===== src/design/projection_macros.svh =====
`ifndef PROJECTION_MACROS_SVH
`define PROJECTION_MACROS_SVH

// Fixed-point formats
// Positions, focal and center constants use 16.16
`define STD_FRAC_BITS 16

// Reciprocal of z carries 24 fractional bits
`define PREC_FRAC_BITS 24

// Projected x and y in pixels with 4 fractional bits
`define PIXEL_FRAC_BITS 4

// Depth range in 16.16 form, 1.0 and 1000.0
`define Z_NEAR_RAW 32'sh0001_0000
`define Z_FAR_RAW 32'sh03E8_0000

// One quotient bit per cycle for a 41-bit dividend of 2^40
`define DIV_CYCLES 41

`endif


===== src/design/projection_pkg.sv =====
`default_nettype none

package projection_pkg;

    // Signed fixed-point word
    typedef logic signed [31:0] fixed_t;

    // Vertex position in model space, or projected space on the output
    typedef struct packed {
        fixed_t x;
        fixed_t y;
        fixed_t z;
    } position_t;

    // Position plus RGB565 color
    typedef struct packed {
        position_t   position;
        logic [15:0] color;
    } vertex_t;

    typedef struct packed {
        vertex_t v0;
        vertex_t v1;
        vertex_t v2;
    } triangle_t;

    // Side-band data that travels with each triangle
    typedef struct packed {
        logic [7:0] id;
        logic       last;
    } triangle_meta_t;

    // Triangle with its three reciprocals, ready for projection
    typedef struct packed {
        triangle_t      triangle;
        triangle_meta_t meta;
        fixed_t         rec_z0;
        fixed_t         rec_z1;
        fixed_t         rec_z2;
    } proj_job_t;

endpackage

`default_nettype wire


===== src/design/reciprocal_divider.sv =====
`timescale 1ns/1ps
`default_nettype none

`include "projection_macros.svh"

module reciprocal_divider import projection_pkg::*; (
    input  logic   clk,
    input  logic   rstn,

    input  logic   div_in_valid,
    output logic   div_in_ready,
    input  fixed_t div_in_z,

    output logic   div_out_valid,
    output fixed_t div_out_rec
);

    localparam int CNT_W = $clog2(`DIV_CYCLES);

    logic                   busy;
    logic [CNT_W-1:0]       cnt;
    logic [31:0]            divisor;
    logic [31:0]            rem;
    logic [`DIV_CYCLES-1:0] num;
    logic [32:0]            trial;
    logic [32:0]            diff;
    logic                   q_bit;

    // Bring down the next dividend bit and try the subtraction
    assign trial = {rem, num[`DIV_CYCLES-1]};
    assign diff  = trial - {1'b0, divisor};
    assign q_bit = (trial >= {1'b0, divisor});

    // The divider counts as idle again during its output cycle
    assign div_in_ready = !busy;
    assign div_out_rec  = fixed_t'(num[31:0]);

    always_ff @(posedge clk or negedge rstn) begin
        if (!rstn) begin
            busy          <= 1'b0;
            cnt           <= '0;
            div_out_valid <= 1'b0;
        end else begin
            div_out_valid <= 1'b0;
            if (busy) begin
                cnt <= cnt + 1'b1;
                if (cnt == CNT_W'(`DIV_CYCLES - 1)) begin
                    busy          <= 1'b0;
                    div_out_valid <= 1'b1;
                end
            end else if (div_in_valid) begin
                busy <= 1'b1;
                cnt  <= '0;
            end
        end
    end

    // Dividend shifts out at the top while quotient bits shift in below
    always_ff @(posedge clk) begin
        if (!busy && div_in_valid) begin
            divisor <= $unsigned(div_in_z);
            rem     <= '0;
            num     <= {1'b1, {(`DIV_CYCLES-1){1'b0}}};
        end else if (busy) begin
            rem <= q_bit ? diff[31:0] : trial[31:0];
            num <= {num[`DIV_CYCLES-2:0], q_bit};
        end
    end

    a_out_pulse: assert property (@(posedge clk) disable iff (!rstn)
        div_out_valid |=> !div_out_valid);

    // Once started, nothing new is taken until the result is out
    a_no_accept_busy: assert property (@(posedge clk) disable iff (!rstn)
        (div_in_valid && div_in_ready) |=>
            (!div_in_ready && !div_out_valid) [*`DIV_CYCLES] ##1 div_out_valid);

endmodule

`default_nettype wire


===== config.mk =====
export PLATFORM = sky130hd
export DESIGN_NAME = reciprocal_divider
export DESIGN_NICKNAME = d
export VERILOG_FILES = /design/src/design/projection_pkg.sv /design/src/design/reciprocal_divider.sv
export VERILOG_INCLUDE_DIRS = /design/src /design/src/design
export SDC_FILE = /design/constraint.sdc
export NUM_CORES = 1
export LEC_CHECK = 0
export BUFFER_PORTS_ARGS = -buffer_cell sky130_fd_sc_hd__buf_2
export CORE_UTILIZATION = 52
export DETAILED_ROUTE_END_ITERATION = 8
export GPL_TIMING_DRIVEN = 0
export HOLD_SLACK_MARGIN = 0.03
export PLACE_DENSITY = 0.75
export SLEW_MARGIN = 15
export SYNTH_ARGS = -nofsm -noshare
export SYNTH_HDL_FRONTEND = slang
export SYNTH_SLANG_ARGS = --single-unit

===== constraint.sdc =====
create_clock -name clk -period 2.42 [get_ports clk]
set_input_delay 0.242 -clock clk [delete_from_list [all_inputs] [get_ports clk]]
set_output_delay 0.242 -clock clk [all_outputs]
set_load 0.02 [all_outputs]

## Yosys cells after proc, flatten, opt, wreduce, memory -nomap -nowiden

Index checks and enable logic that the tools add are counted.

- $lt $le $gt $ge: 1
- Reduce and logical (&&, ||, !) cells: 3
- Equality and inequality tests: 1
- Add/sub/neg operators: 2
- Muxes and demuxes: 8

Operator list:

| kind | count |
|---|---|
| 33-bit by 32-bit >= comparator with 1-bit output | 1 |
| 32-bit 2-to-1 mux | 1 |
| 32-bit subtractor | 1 |
| 6-bit 2-to-1 mux | 2 |
| 6-bit by 1-bit adder with 6-bit output, second input constant | 1 |
| 6-bit == test, second input constant | 1 |
| 1-bit 2-to-1 mux | 5 |
| 2-bit nonzero test | 1 |
| 1-bit logical AND | 1 |
| 1-bit logical NOT | 1 |

- Flip-flop bits (word level): 113
- Word-level logic and storage cells: 21

## Depth between registers and ports, before layout

- Depth in word-level cells: 3
- Mapped depth: 13
- Mapped depth without buffers: 11

## Worst setup path after synthesis

OpenSTA, ideal clock, no wires.

- Path kind: register to register
- Start point: reg divisor[19]
- End point: reg rem[7]
- Period minus slack after synthesis: 2622 ps
- Arrival time: 2527 ps
- Data required time: 2325 ps
- Stages on the path, launching flop included: 13
- Path buffers: 2
- Path slack: -202 ps
- Library setup time: 95 ps
- Cell sequence: edfxtp_1 > inv_1 > ha_1 > buf_2 > and3_4 > nand2_2 > or3_4 > nor4_2 > nor4_1 > a21o_1 > buf_6 > or4_1 > o311ai_1

- Word-level cells in the longest chain between the ends: 2

RTL lines:

| what | RTL line | RTL |
|---|---|---|
| from (decl) | reciprocal_divider.sv:22 | `logic [31:0] divisor;` |
| from (signal assigned) | reciprocal_divider.sv:61 | `divisor <= $unsigned(div_in_z);` |
| 33-bit by 32-bit >= comparator with 1-bit output | reciprocal_divider.sv:32 | `assign q_bit = (trial >= {1'b0, divisor});` |
| 32-bit 2-to-1 mux | reciprocal_divider.sv:65 | `rem <= q_bit ? diff[31:0] : trial[31:0];` |
| to (signal assigned) | reciprocal_divider.sv:65 |  |
| to (decl) | reciprocal_divider.sv:23 | `logic [31:0] rem;` |

Every way passes these cells.
A chain may end at the register's enable or synchronous reset.

## Final worst setup path

- Start point: reg divisor[15]
- End point: reg rem[7]

The elaborated chain is that of the path after synthesis.

==> results by group <==
Setup path
  – Worst path depth: 10
  – CP bufs+invs: 2
  – Setup crit start kind: flop
  – Slowest-stage cell, CP: or4_4
  – Crit end category: flop
  – FF-to-FF End: rem[7]$_SDFFE_PP0P_
  – Crit path max-delay family: simple AND/OR/NAND/NOR gates
  – Crit-path cells: inv_2 -> ha_4 -> buf_8 -> nand4_1 -> or4_4 -> nor4_4 -> nor4_2 -> a21o_2 -> or4_1 -> o311ai_1
  – Worst-case reg-to-reg path depth: 10
  – Crit path largest cell delay: 550 ps
  – Worst EP required: 2740 ps
  – Crit path arrival time: 3060 ps
  – Critical Path Sink: rem[7]$_SDFFE_PP0P_
  – Reg2Reg Setup Slack: -310 ps
  – Worst r2r src: divisor[15]$_DFFE_PP_
  – Critical path origin: divisor[15]$_DFFE_PP_
  – Critical path peak fanout: 8
  – Critical Setup Path Class: reg -> reg

Yosys
  – Synth Register Bits: 113
  – Ys flop type: dfxtp_1
  – Syn Nets: 807
  – Leading area contributor after synthesis: dfxtp_1
  – Syn Area/Cell: 8.49 sq um
  – Syn Inst Count: 737
  – Distinct cells, synth: 52
  – Post-synthesis async set-or-reset flop share: 7.08%
  – Count leader, synth: nand2_1
  – Mapped Area: 0.00626 sq mm
  – Leading post-synthesis cells by cell area: dfxtp_1, edfxtp_1, ha_1, nand2_1, o21ai_0
  – Synth top area share: 23.4%
  – Post-synth EDFFs: 32
  – Yosys warns: 0
  – Top cells by instance count after synthesis: nand2_1, dfxtp_1, o21ai_0, inv_1, nand3_1
  – Sequential-to-total area share from yosys stat: 41.9%

Power
  – Power Dens Cells: 1440 mW/mm^2
  – Peak supply drop: 0.769 mV
  – Leak: 3.48 nW
  – Final Power: 11.7 mW

Final layout
  – # fillers: 871
  – Cell area after layout: 0.00817 sq mm
  – Nets: 939
  – Layout area overhead: 30.5%
  – Fraction of layout cells with a size suffix above 1: 23.4%
  – Ant diodes: 0
  – Fin cells: 1025

Timing
  – Setup-failing EPs final: 33
  – Worst-Margin Slew: 767 ps
  – Final worst setup slack: -314 ps
  – Smallest hold slack: 194 ps
  – Endpoints failing hold: 0
  – Worst Skew: 8.76 ps
  – Final Max Tran Viols: 0
  – RSZ-0062 raised after global routing: true
  – FMAX: 0.366 GHz
  – Final Critical Period: 2730 ps
  – Tcrit/Tclk final: 113%
  – Worst slew margin: 48.8%

Routing
  – DRC violations left: 5
  – Final wirelength: 16.2 mm
  – Antenna viol nets, final: 0
  – 1st-pass router iterations: 9
  – DR vias/cell: 5.70
  – Routed len/inst: 15.8 um
  – DR iter-0 viols: 554
  – Vias: 5838

Placement
  – Hpwl dp: 10.5 mm
  – Place WS: -518 ps
  – Area after DPL: 0.00689 sq mm
  – PortBufs: 67
  – GPL Wtd Cong: 0.912
  – DP Cell Count: 947

Clock network
  – TritonCTS clock tree: done
  – Clk buf depth: 2
  – H-tree level count: 4
  – Clk Latency, worst-skew pair: 420 ps
  – Clock-pin slew on the worst setup and hold paths: 50 ps
  – Root buffer cell: clkbuf_16
  – Total clock buffers created by CTS: 17
  – CTS Sinks: 113

Worst hold path
  – Worst Hold Class: in -> reg

Global routing
  – Total track usage: 26.4%
  – Largest net degree at the start of global routing: 33
  – Initial antenna violation count: 0
  – Grt total ovfl: 0
  – Vias in the first global route: 5556
  – First-pass GRT wire length: 26.1 mm

Flow run
  – Max-cap violations: 0

Floorplan
  – Die W: 112 um
  – Core area: 0.0116 sq mm
  – I/O pin cnt: 69
  – Die H: 112 um
  – Die area: 0.0125 sq mm
  – Initial core utilization: 54.1%
  – Row count: 39

Run status
  – Failing checks: design-rule violations, negative setup slack
  – Status: complete, but fails checks
==> timing repair <==
item | CTS | global route
resized for setup | 43 | 33
cloned | 0 | 0
buffers inserted | 12 | 4
endpoints found under the setup margin | 34 | 66
hold buffers | 33 | 0
hold endpoints to repair | 40 | 0
pin swaps | 12 | 10
==> metal layers <==
layer / vias to the layer above / wire [um] / global-route usage (%) / share of wire, %
met1: 2759 / 6990 / 32.4 / 43
met4: 0 / 476 / 11.4 / 2.9
met3: 43 / 832 / 5.61 / 5.1
met5: - / 0 / 0 / 0
met2: 210 / 7860 / 44.6 / 49
li1: 2826 / - / - / -
==> per-stage QoR <==
stage / TNS [ps] / utilization, %
final: -7600 / 70.6
after detailed placement: -14300 / 59.6
after global routing: -9880 / 70.6
after CTS: -5650 / 69.3
after global placement: -20490 / 59.6
after floorplan: -139 / -
==> state kept, by name, indices dropped and copies added, names as in the netlist <==
signal,cells
num,41
cnt,6
rem,32
divisor,32
div_out_valid,1
busy,1
==> kinds of logic after synthesis <==
group                      Yosys count  share of synthesized area [%]
adders and majority gates           35                           7.12
xor gates and xnor gates            28                           3.92
buffers and inverters              138                           10.5
AOI/OAI and AO/OA                  186                           18.5
DFF                                113                           41.9
and+or+nand+nor                    237                           18.1
==> report_power, final <==
group	switching [mW]	internal, mW	leakage [nW]
clock	0.869	1.51	0.285
combinational	3.31	2.80	2.20
sequential	0.583	2.67	0.994
total	4.77	6.98	3.48
==> layout make-up <==
| cell class | instances | area [sq um] | area share, % |
|---|---|---|---|
| Tap cell | 143 | 179 | 2.19 |
| Inverter | 65 | 244 | 2.99 |
| Clock buffer | 22 | 485 | 5.94 |
| Sequential cell | 113 | 2620 | 32.1 |
| Timing Repair Buffer | 116 | 786 | 9.62 |
| Buffer | 70 | 448 | 5.48 |
| Multi-Input combinational cell | 486 | 3320 | 40.7 |
| Clock inverter | 10 | 80.1 | 0.981 |
==> worst min path at each step <==
stage | startpoint | depth (start not counted) | end
finish | div_in_valid | 2 | num[0]$_SDFFE_PP0P_
global route | rstn | 2 | cnt[3]$_DFFE_PN0P_
CTS | div_in_valid | 2 | num[0]$_SDFFE_PP0P_
detailed placement | rstn | 1 | div_out_valid$_DFF_PN0_
global placement | rstn | 1 | cnt[4]$_DFFE_PN0P_
floorplan | rstn | 0 | busy$_DFF_PN0_
==> cells in the final DEF (no fill, tap or decap), types with 7 or more instances in the layout <==
cell           synthesis  routed
clkbuf_16              0      18
nand2_1              110     108
dlygate4sd3_1          0      33
edfxtp_1              32      32
a21o_1                11      10
ha_1                  34      20
nor3_1                 7       7
o311ai_0              19      17
nand4_1               11      11
clkbuf_1              28      23
ha_4                   0      12
a31oi_1               15      11
a21oi_1               32      27
buf_4                 33      51
xor2_1                10      10
inv_1                 65      62
nor2_1                25      25
buf_2                  5      67
nand3_1               42      40
xnor2_1               18      18
o21ai_1                0       9
dfxtp_1               73      72
o31ai_1               10       9
nor3b_1               13      12
o21ai_0               70      58
dfrtp_1                8       8
No activity file was read; power rests on OpenSTA's default activity.
