## src/design/projection_macros.svh

```systemverilog
`ifndef PROJECTION_MACROS_SVH
`define PROJECTION_MACROS_SVH

// Fixed-point formats
// Positions, focal and center constants use 16.16
`define STD_FRAC_BITS 16

// Reciprocal of z carries 24 fractional bits
`define PREC_FRAC_BITS 24

// Projected x and y in pixels with 4 fractional bits
`define PIXEL_FRAC_BITS 4

// Depth range in 16.16 form, 1.0 and 1000.0
`define Z_NEAR_RAW 32'sh0001_0000
`define Z_FAR_RAW 32'sh03E8_0000

// One quotient bit per cycle for a 41-bit dividend of 2^40
`define DIV_CYCLES 41

`endif

```

## src/design/projection_pkg.sv

```systemverilog
`default_nettype none

package projection_pkg;

    // Signed fixed-point word
    typedef logic signed [31:0] fixed_t;

    // Vertex position in model space, or projected space on the output
    typedef struct packed {
        fixed_t x;
        fixed_t y;
        fixed_t z;
    } position_t;

    // Position plus RGB565 color
    typedef struct packed {
        position_t   position;
        logic [15:0] color;
    } vertex_t;

    typedef struct packed {
        vertex_t v0;
        vertex_t v1;
        vertex_t v2;
    } triangle_t;

    // Side-band data that travels with each triangle
    typedef struct packed {
        logic [7:0] id;
        logic       last;
    } triangle_meta_t;

    // Triangle with its three reciprocals, ready for projection
    typedef struct packed {
        triangle_t      triangle;
        triangle_meta_t meta;
        fixed_t         rec_z0;
        fixed_t         rec_z1;
        fixed_t         rec_z2;
    } proj_job_t;

endpackage

`default_nettype wire

```

## src/design/depth_sequencer.sv

```systemverilog
`timescale 1ns/1ps
`default_nettype none

`include "projection_macros.svh"

module depth_sequencer import projection_pkg::*; (
    input  logic           clk,
    input  logic           rstn,

    input  triangle_t      tri_in,
    input  triangle_meta_t tri_in_meta,
    input  logic           tri_in_valid,
    output logic           tri_in_ready,

    output logic           div_in_valid,
    input  logic           div_in_ready,
    output fixed_t         div_in_z,
    input  logic           div_out_valid,
    input  fixed_t         div_out_rec,

    output proj_job_t      job,
    output logic           job_valid,
    input  logic           job_ready
);

    typedef enum logic [1:0] {
        S_IDLE,
        S_LOAD,
        S_WAIT,
        S_OFFER
    } state_t;

    state_t    state;
    logic [1:0] idx;
    logic [1:0] z_idx;
    fixed_t    z_raw;
    proj_job_t job_q;

    // While waiting, the next vertex is offered in the result cycle
    assign z_idx = (state == S_WAIT) ? idx + 2'd1 : idx;

    always_comb begin
        case (z_idx)
            2'd0:    z_raw = job_q.triangle.v0.position.z;
            2'd1:    z_raw = job_q.triangle.v1.position.z;
            default: z_raw = job_q.triangle.v2.position.z;
        endcase
    end

    // Zero and negative depths land on the near plane
    assign div_in_z = (z_raw < `Z_NEAR_RAW) ? `Z_NEAR_RAW :
                      (z_raw > `Z_FAR_RAW)  ? `Z_FAR_RAW  : z_raw;

    assign div_in_valid = (state == S_LOAD) ||
                          (state == S_WAIT && div_out_valid && idx != 2'd2);
    assign tri_in_ready = (state == S_IDLE);
    assign job_valid    = (state == S_OFFER);
    assign job          = job_q;

    always_ff @(posedge clk or negedge rstn) begin
        if (!rstn) begin
            state <= S_IDLE;
            idx   <= 2'd0;
        end else begin
            case (state)
                S_IDLE: begin
                    if (tri_in_valid) begin
                        state <= S_LOAD;
                        idx   <= 2'd0;
                    end
                end
                S_LOAD: begin
                    if (div_in_ready)
                        state <= S_WAIT;
                end
                S_WAIT: begin
                    if (div_out_valid) begin
                        if (idx == 2'd2) begin
                            state <= S_OFFER;
                        end else begin
                            idx <= idx + 2'd1;
                            // Fall back to a load cycle if the divider refused
                            if (!div_in_ready)
                                state <= S_LOAD;
                        end
                    end
                end
                default: begin
                    if (job_ready)
                        state <= S_IDLE;
                end
            endcase
        end
    end

    always_ff @(posedge clk) begin
        if (tri_in_valid && tri_in_ready) begin
            job_q.triangle <= tri_in;
            job_q.meta     <= tri_in_meta;
        end
        if (state == S_WAIT && div_out_valid) begin
            case (idx)
                2'd0:    job_q.rec_z0 <= div_out_rec;
                2'd1:    job_q.rec_z1 <= div_out_rec;
                default: job_q.rec_z2 <= div_out_rec;
            endcase
        end
    end

    // No new depth goes out while the divider still owes a result
    a_one_outstanding: assert property (@(posedge clk) disable iff (!rstn)
        (div_in_valid && div_in_ready) |=> (!div_in_valid) [*`DIV_CYCLES]);

endmodule

`default_nettype wire

```

## config.mk

```make
export PLATFORM = sky130hd
export DESIGN_NAME = depth_sequencer
export DESIGN_NICKNAME = d
export VERILOG_FILES = /design/src/design/projection_pkg.sv /design/src/design/depth_sequencer.sv
export VERILOG_INCLUDE_DIRS = /design/src /design/src/design
export SDC_FILE = /design/constraint.sdc
export NUM_CORES = 1
export LEC_CHECK = 0
export ABC_AREA = 1
export BUFFER_PORTS_ARGS = -buffer_cell sky130_fd_sc_hd__buf_2
export CORE_AREA = 10 10 323 325
export CTS_BUF_LIST = sky130_fd_sc_hd__clkbuf_4 sky130_fd_sc_hd__clkbuf_8
export DETAILED_ROUTE_END_ITERATION = 16
export DIE_AREA = 0 0 333 335
export SYNTH_ARGS = -nofsm -noshare
export SYNTH_HDL_FRONTEND = slang
export SYNTH_SLANG_ARGS = --single-unit
```

## constraint.sdc

```tcl
create_clock -name clk -period 9.5 [get_ports clk]
set_clock_uncertainty 0.15 [all_clocks]
set_input_delay 0.95 -clock clk [delete_from_list [all_inputs] [get_ports clk]]
set_output_delay 0.95 -clock clk [all_outputs]
set_load 0.005 [all_outputs]
```

Word level (Yosys, flattened, before mapping)
Index checks and enable logic that the tools add are counted. W data, S select, Z words.

Latch bits: 0. Output and inout port bits: 476. Flip-flop bits (word level): 445. RAM bits: 0. ROM bits: 0. Memories: 0. Bits of input ports: 383. Word-level logic and storage cells: 65.

Muxes and demuxes: 15. Bitwise gates (word level): 1. $mul: 0. Eq/ne operators: 12. Add/subtract/negate cells: 1. Order comparisons: 2. Shifts and indexed selects: 0. Reduce and logical (&&, ||, !) cells: 15. Divide/modulo/power cells: 0.

Operators by type and width (count): $mux W32 (2); $pmux W32 S2 (1); $gt A32 B27 Y1 const B (1); $lt A32 B18 Y1 const B (1); $mux W2 (10); $ne A2 B2 Y1 const B (5); $eq A2 B1 Y1 const B (3); $eq A2 B2 Y1 const B (3); $logic_not A2 Y1 (3); $pmux W2 S3 (1); $reduce_and A2 Y1 (3); $reduce_and A5 Y1 (1); $pmux W2 S2 (1); $reduce_and A4 Y1 (1); $reduce_bool A4 Y1 (1); $logic_and A1 B1 Y1 (3); $ne A3 B2 Y1 const B (1); $add A2 B1 Y2 const B (1); $reduce_bool A2 Y1 (1); $reduce_or A2 Y1 (1); $logic_or A1 B1 Y1 (1); $not A1 Y1 (1).

Logic depth before layout (Yosys ltp)
Word-level depth: 7. Depth in mapped cells: 19. Depth with buffers taken out: 17.

Worst setup path before layout
OpenSTA, ideal clock, no wires.

Path type: input-to-reg. From: input tri_in_valid. To: register job_q (netlist bit job[100]) (enable). Stages on the path: 2. Setup slack: 0.995 ns. Data arrival time: 7.659 ns. Setup time: 0.695 ns. Path buffers: 0. Data required time: 8.655 ns. Cell sequence: nand2_1 -> inv_1.

Word-level cells in the longest chain between the ends: 1.

Ends and longest elaborated chain: from (decl) (line depth_sequencer.sv:12) `input logic tri_in_valid,`; $logic_and A1 B1 Y1 (line depth_sequencer.sv:97) `if (tri_in_valid && tri_in_ready) begin`; to (decl) (line depth_sequencer.sv:37) `proj_job_t job_q;`.

No other way between the ends. A chain may end at the register's enable or synchronous reset.

Worst setup path after layout
From: register state[0]. To: output div_in_z[0].

Word-level cells in the longest chain between the ends: 7. Elaborated cells between the ends (all ways): 9. Those cells by class: order compare: 2; eq/ne: 2; mux: 4; reduce/logical: 1.

Ends and longest elaborated chain: from (decl) (line depth_sequencer.sv:33) `state_t state;`; from (signal assigned) (line depth_sequencer.sv:62) `state <= S_IDLE;`; from (signal assigned) (line depth_sequencer.sv:68) `state <= S_LOAD;`; from (signal assigned) (line depth_sequencer.sv:74) `state <= S_WAIT;`; $eq A2 B2 Y1 * (line depth_sequencer.sv:40) `assign z_idx = (state == S_WAIT) ? idx + 2'd1 : idx;`; $mux W2 * (line depth_sequencer.sv:40); $eq A2 B1 Y1 or $logic_not A2 Y1 (tied branches) (line depth_sequencer.sv:43) `case (z_idx)`; $pmux W32 S2 * (line depth_sequencer.sv:43); $gt A32 B27 Y1 (no source line); $mux W32 (line depth_sequencer.sv:52) `` (z_raw > `Z_FAR_RAW) ? `Z_FAR_RAW : z_raw; ``; $mux W32 * (line depth_sequencer.sv:51) `` assign div_in_z = (z_raw < `Z_NEAR_RAW) ? `Z_NEAR_RAW : ``; to (decl) (line depth_sequencer.sv:17) `output fixed_t div_in_z,`.

Mark *: on every way between the ends. The rest lies on a longest branch, timed or not.

==> impl_metrics.yaml <==
run_status:
  outcome: "completed"
sta:
  drv_slew: 0
  relSlewSlack_pct: 41.7
  setup_violations: 0
  fin_setup_tns_ps: 0
  hold_viol: 0
  fin_crit_sh_pct: 56.8
  rsz0062_at_grt: "false"
  period_minus_slack_ps: 5400
  fmax_ghz: 0.185
  worstMarginPinSlew_ps: 874
logic_synthesis:
  post_synth.cell_area_avg_um2: 18.5
  synth_top_family_by_area: "simple AND/OR/NAND/NOR gates"
  ys_seq_area_share_pct: 88.0
  syn_inst: 819
  ys_types: 28
  synth_adder_area_share_pct: 0.660
  synth_xor_area_share_pct: 0
  synth_warnings: 0
  yosys_register_bits: 445
  synth_area_um2: 15200
  synthMuxAreaShare_pct: 0
  synth-compound-area-share_pct: 0.627
  yosys.area_share.simple_pct: 8.28
placement:
  dp.cells: 2955
  port_buffers: 852
  dp_hpwl_um: 60700
  place.gp.congestion: 0.879
global_routing:
  gr-total-overflow: 0
  grt_max_degree: 123
  antenna_found_initial: 50
  track_usage_pct: 12.5
  grt_pass1_wl_um: 96000
  grt_pass1_vias: 11323
min_path:
  min_path_type: "in2reg"
die:
  chipWidth_um: 333
  rows: 115
  coreArea_um2: 97800
  fp.dieArea_um2: 112000
  die_h_um: 335
  pin_count: 859
  start_util_pct: 15.5
layout:
  drive_gt1_share_pct: 57.2
  layout_commonest_cell: "buf_2"
  fin_cells: 3107
  synthToLayoutAreaGrowth_pct: 49.9
  fillers: 10434
  final_nets: 2143
  final_cell_mix: "852 x buf_2, 441 x edfxtp_1, 113 x nand2_1"
worst_setup_path:
  crit_path_top_delay_cell: "nor2_1"
  start_kind: "flip-flop"
  crit_arrival_ps: 4300
  path_cells: "inv_1 > ha_1 > nand2_2 > o21ai_4 > buf_4 > nor2_2 > nand2_1 > nand2_1 > nor2_1 > nand2_1 > nor2_1 > nand2_1 > nor2_1 > nand2_1 > nand2_4 > nand2_4 > nor2_1 > buf_2"
  required_ps: 8400
  endpoint_kind: "output pin"
  crit_type: "reg2out"
  cp_slowest_stage_delay_ps: 400
  cpMostUsedCell: "nand2_1"
  crit_fanout: 33
routing:
  vias: 11094
  avgRoutedWirePerCell_um: 23.8
  drtIter0Drc: 735
  drc: 0
  vias_per_cell: 3.57
  finalWirelength_um: 73900
  final_antenna_net_count: 0
  dr.pass1.iters: 5
clock_tree:
  clock_path_buffers: 3
  cts_hold_buf: 1
  h-tree-depth: 3
  cts_setup_buffers: 0
  cts_resized: 0
  clock_latency_ps: 680
  root_buffer: "clkbuf_8"
  clkSinkCount: 445
  cts_buffers: 81
  cts_tree: "yes"
  clk_pin_slew_worst_paths_ps: 70
power_and_ir_drop:
  ir_drop_v: 0.000279
  power.leakage_nw: 9.49
  powerDensity_nw_per_um2: 272
run:
  cap_violations: 0
## kinds of logic (layout without fill, tap and decap cells)
logic type / after synthesis / count (layout)
flops: 445 / 445
simple gates: 271 / 271
buf+inv: 76 / 1062
compound gates: 18 / 18
fa+ha+maj: 8 / 8
other cells: 1 / 16
## cell type report
cell class | instances | area [um^2] | share of cell area, %
tap | 1287 | 1610 | 7.09
sequential | 445 | 13300 | 58.7
inverter | 60 | 234 | 1.03
antenna | 10 | 25.0 | 0.110
timing repair buffer | 861 | 4350 | 19.1
clock buffer | 105 | 1300 | 5.73
clock inverter | 36 | 359 | 1.58
multi-input combinational | 303 | 1500 | 6.60
## through the flow
stage                     hold WS (ps)  worst slack, ps  power [mW]  util [%]  area (um^2)
final                              257             4100        6.18      23.2        22700
after floorplan                    433              995        3.57         -        15200
after CTS                          139             4130        6.29      23.2        22700
after global routing               177             3830        6.52      23.2        22700
after global placement             526             4940        4.33      21.5        21000
after detailed placement           539             4940        4.34      21.5        21000
## metal layers
layer | up-vias | track usage, % | wire [um]
met2 | 793 | 19.6 | 33800
met1 | 5302 | 14.1 | 27500
met3 | 159 | 6.82 | 9880
met4 | 10 | 4.84 | 2650
met5 | - | 0 | 52
li1 | 4830 | - | -
## cell usage after synthesis, drive strengths merged
library cell,instances,area (um^2)
edfxtp,441,13200
nand2,121,494
nor2,102,470
inv,59,221
nand3,39,235
buf,16,135
o21ai,10,53.8
ha,8,100
a21oi,7,35.0
dfrtp,4,100
nor3,4,20.0
nand3b,3,22.5
or2,2,12.5
clkinv,1,5.00
conb,1,3.75
o22ai,1,6.26
## final timing paths
kind,from,end,slack [ps],depth (start not counted)
worst max-delay path,state[0],div_in_z[0],4100,18
worst max register to register,state[0],job[193],5740,6
min in group asynchronous,rstn,state[0],510,2
worst min register to register,idx[1],idx[1],550,2
max in group asynchronous,rstn,idx[0],8570,2
worst min-delay path,tri_in[118],job[223],260,1
## registers in the layout (all words and copies together), names as in the netlist
signal	flops
idx	2
job	441
state	2
## critical path, delay by kind of cell, from the launching register on
| family | cells | cell delay (ps) |
|---|---|---|
| AOI/OAI and AO/OA | 1 | 80 |
| buffers and inverters | 3 | 670 |
| and+or+nand+nor | 13 | 2070 |
| DFF | 1 | 390 |
| adders and majority gates | 1 | 370 |
## report_power, final
part,switching [mW],internal [mW],leakage (nW)
Clock,0.847,1.04,0.866
Sequential,0.162,2.60,4.14
Combinational,1.04,0.491,4.48
No activity file was read; power rests on OpenSTA's default activity.
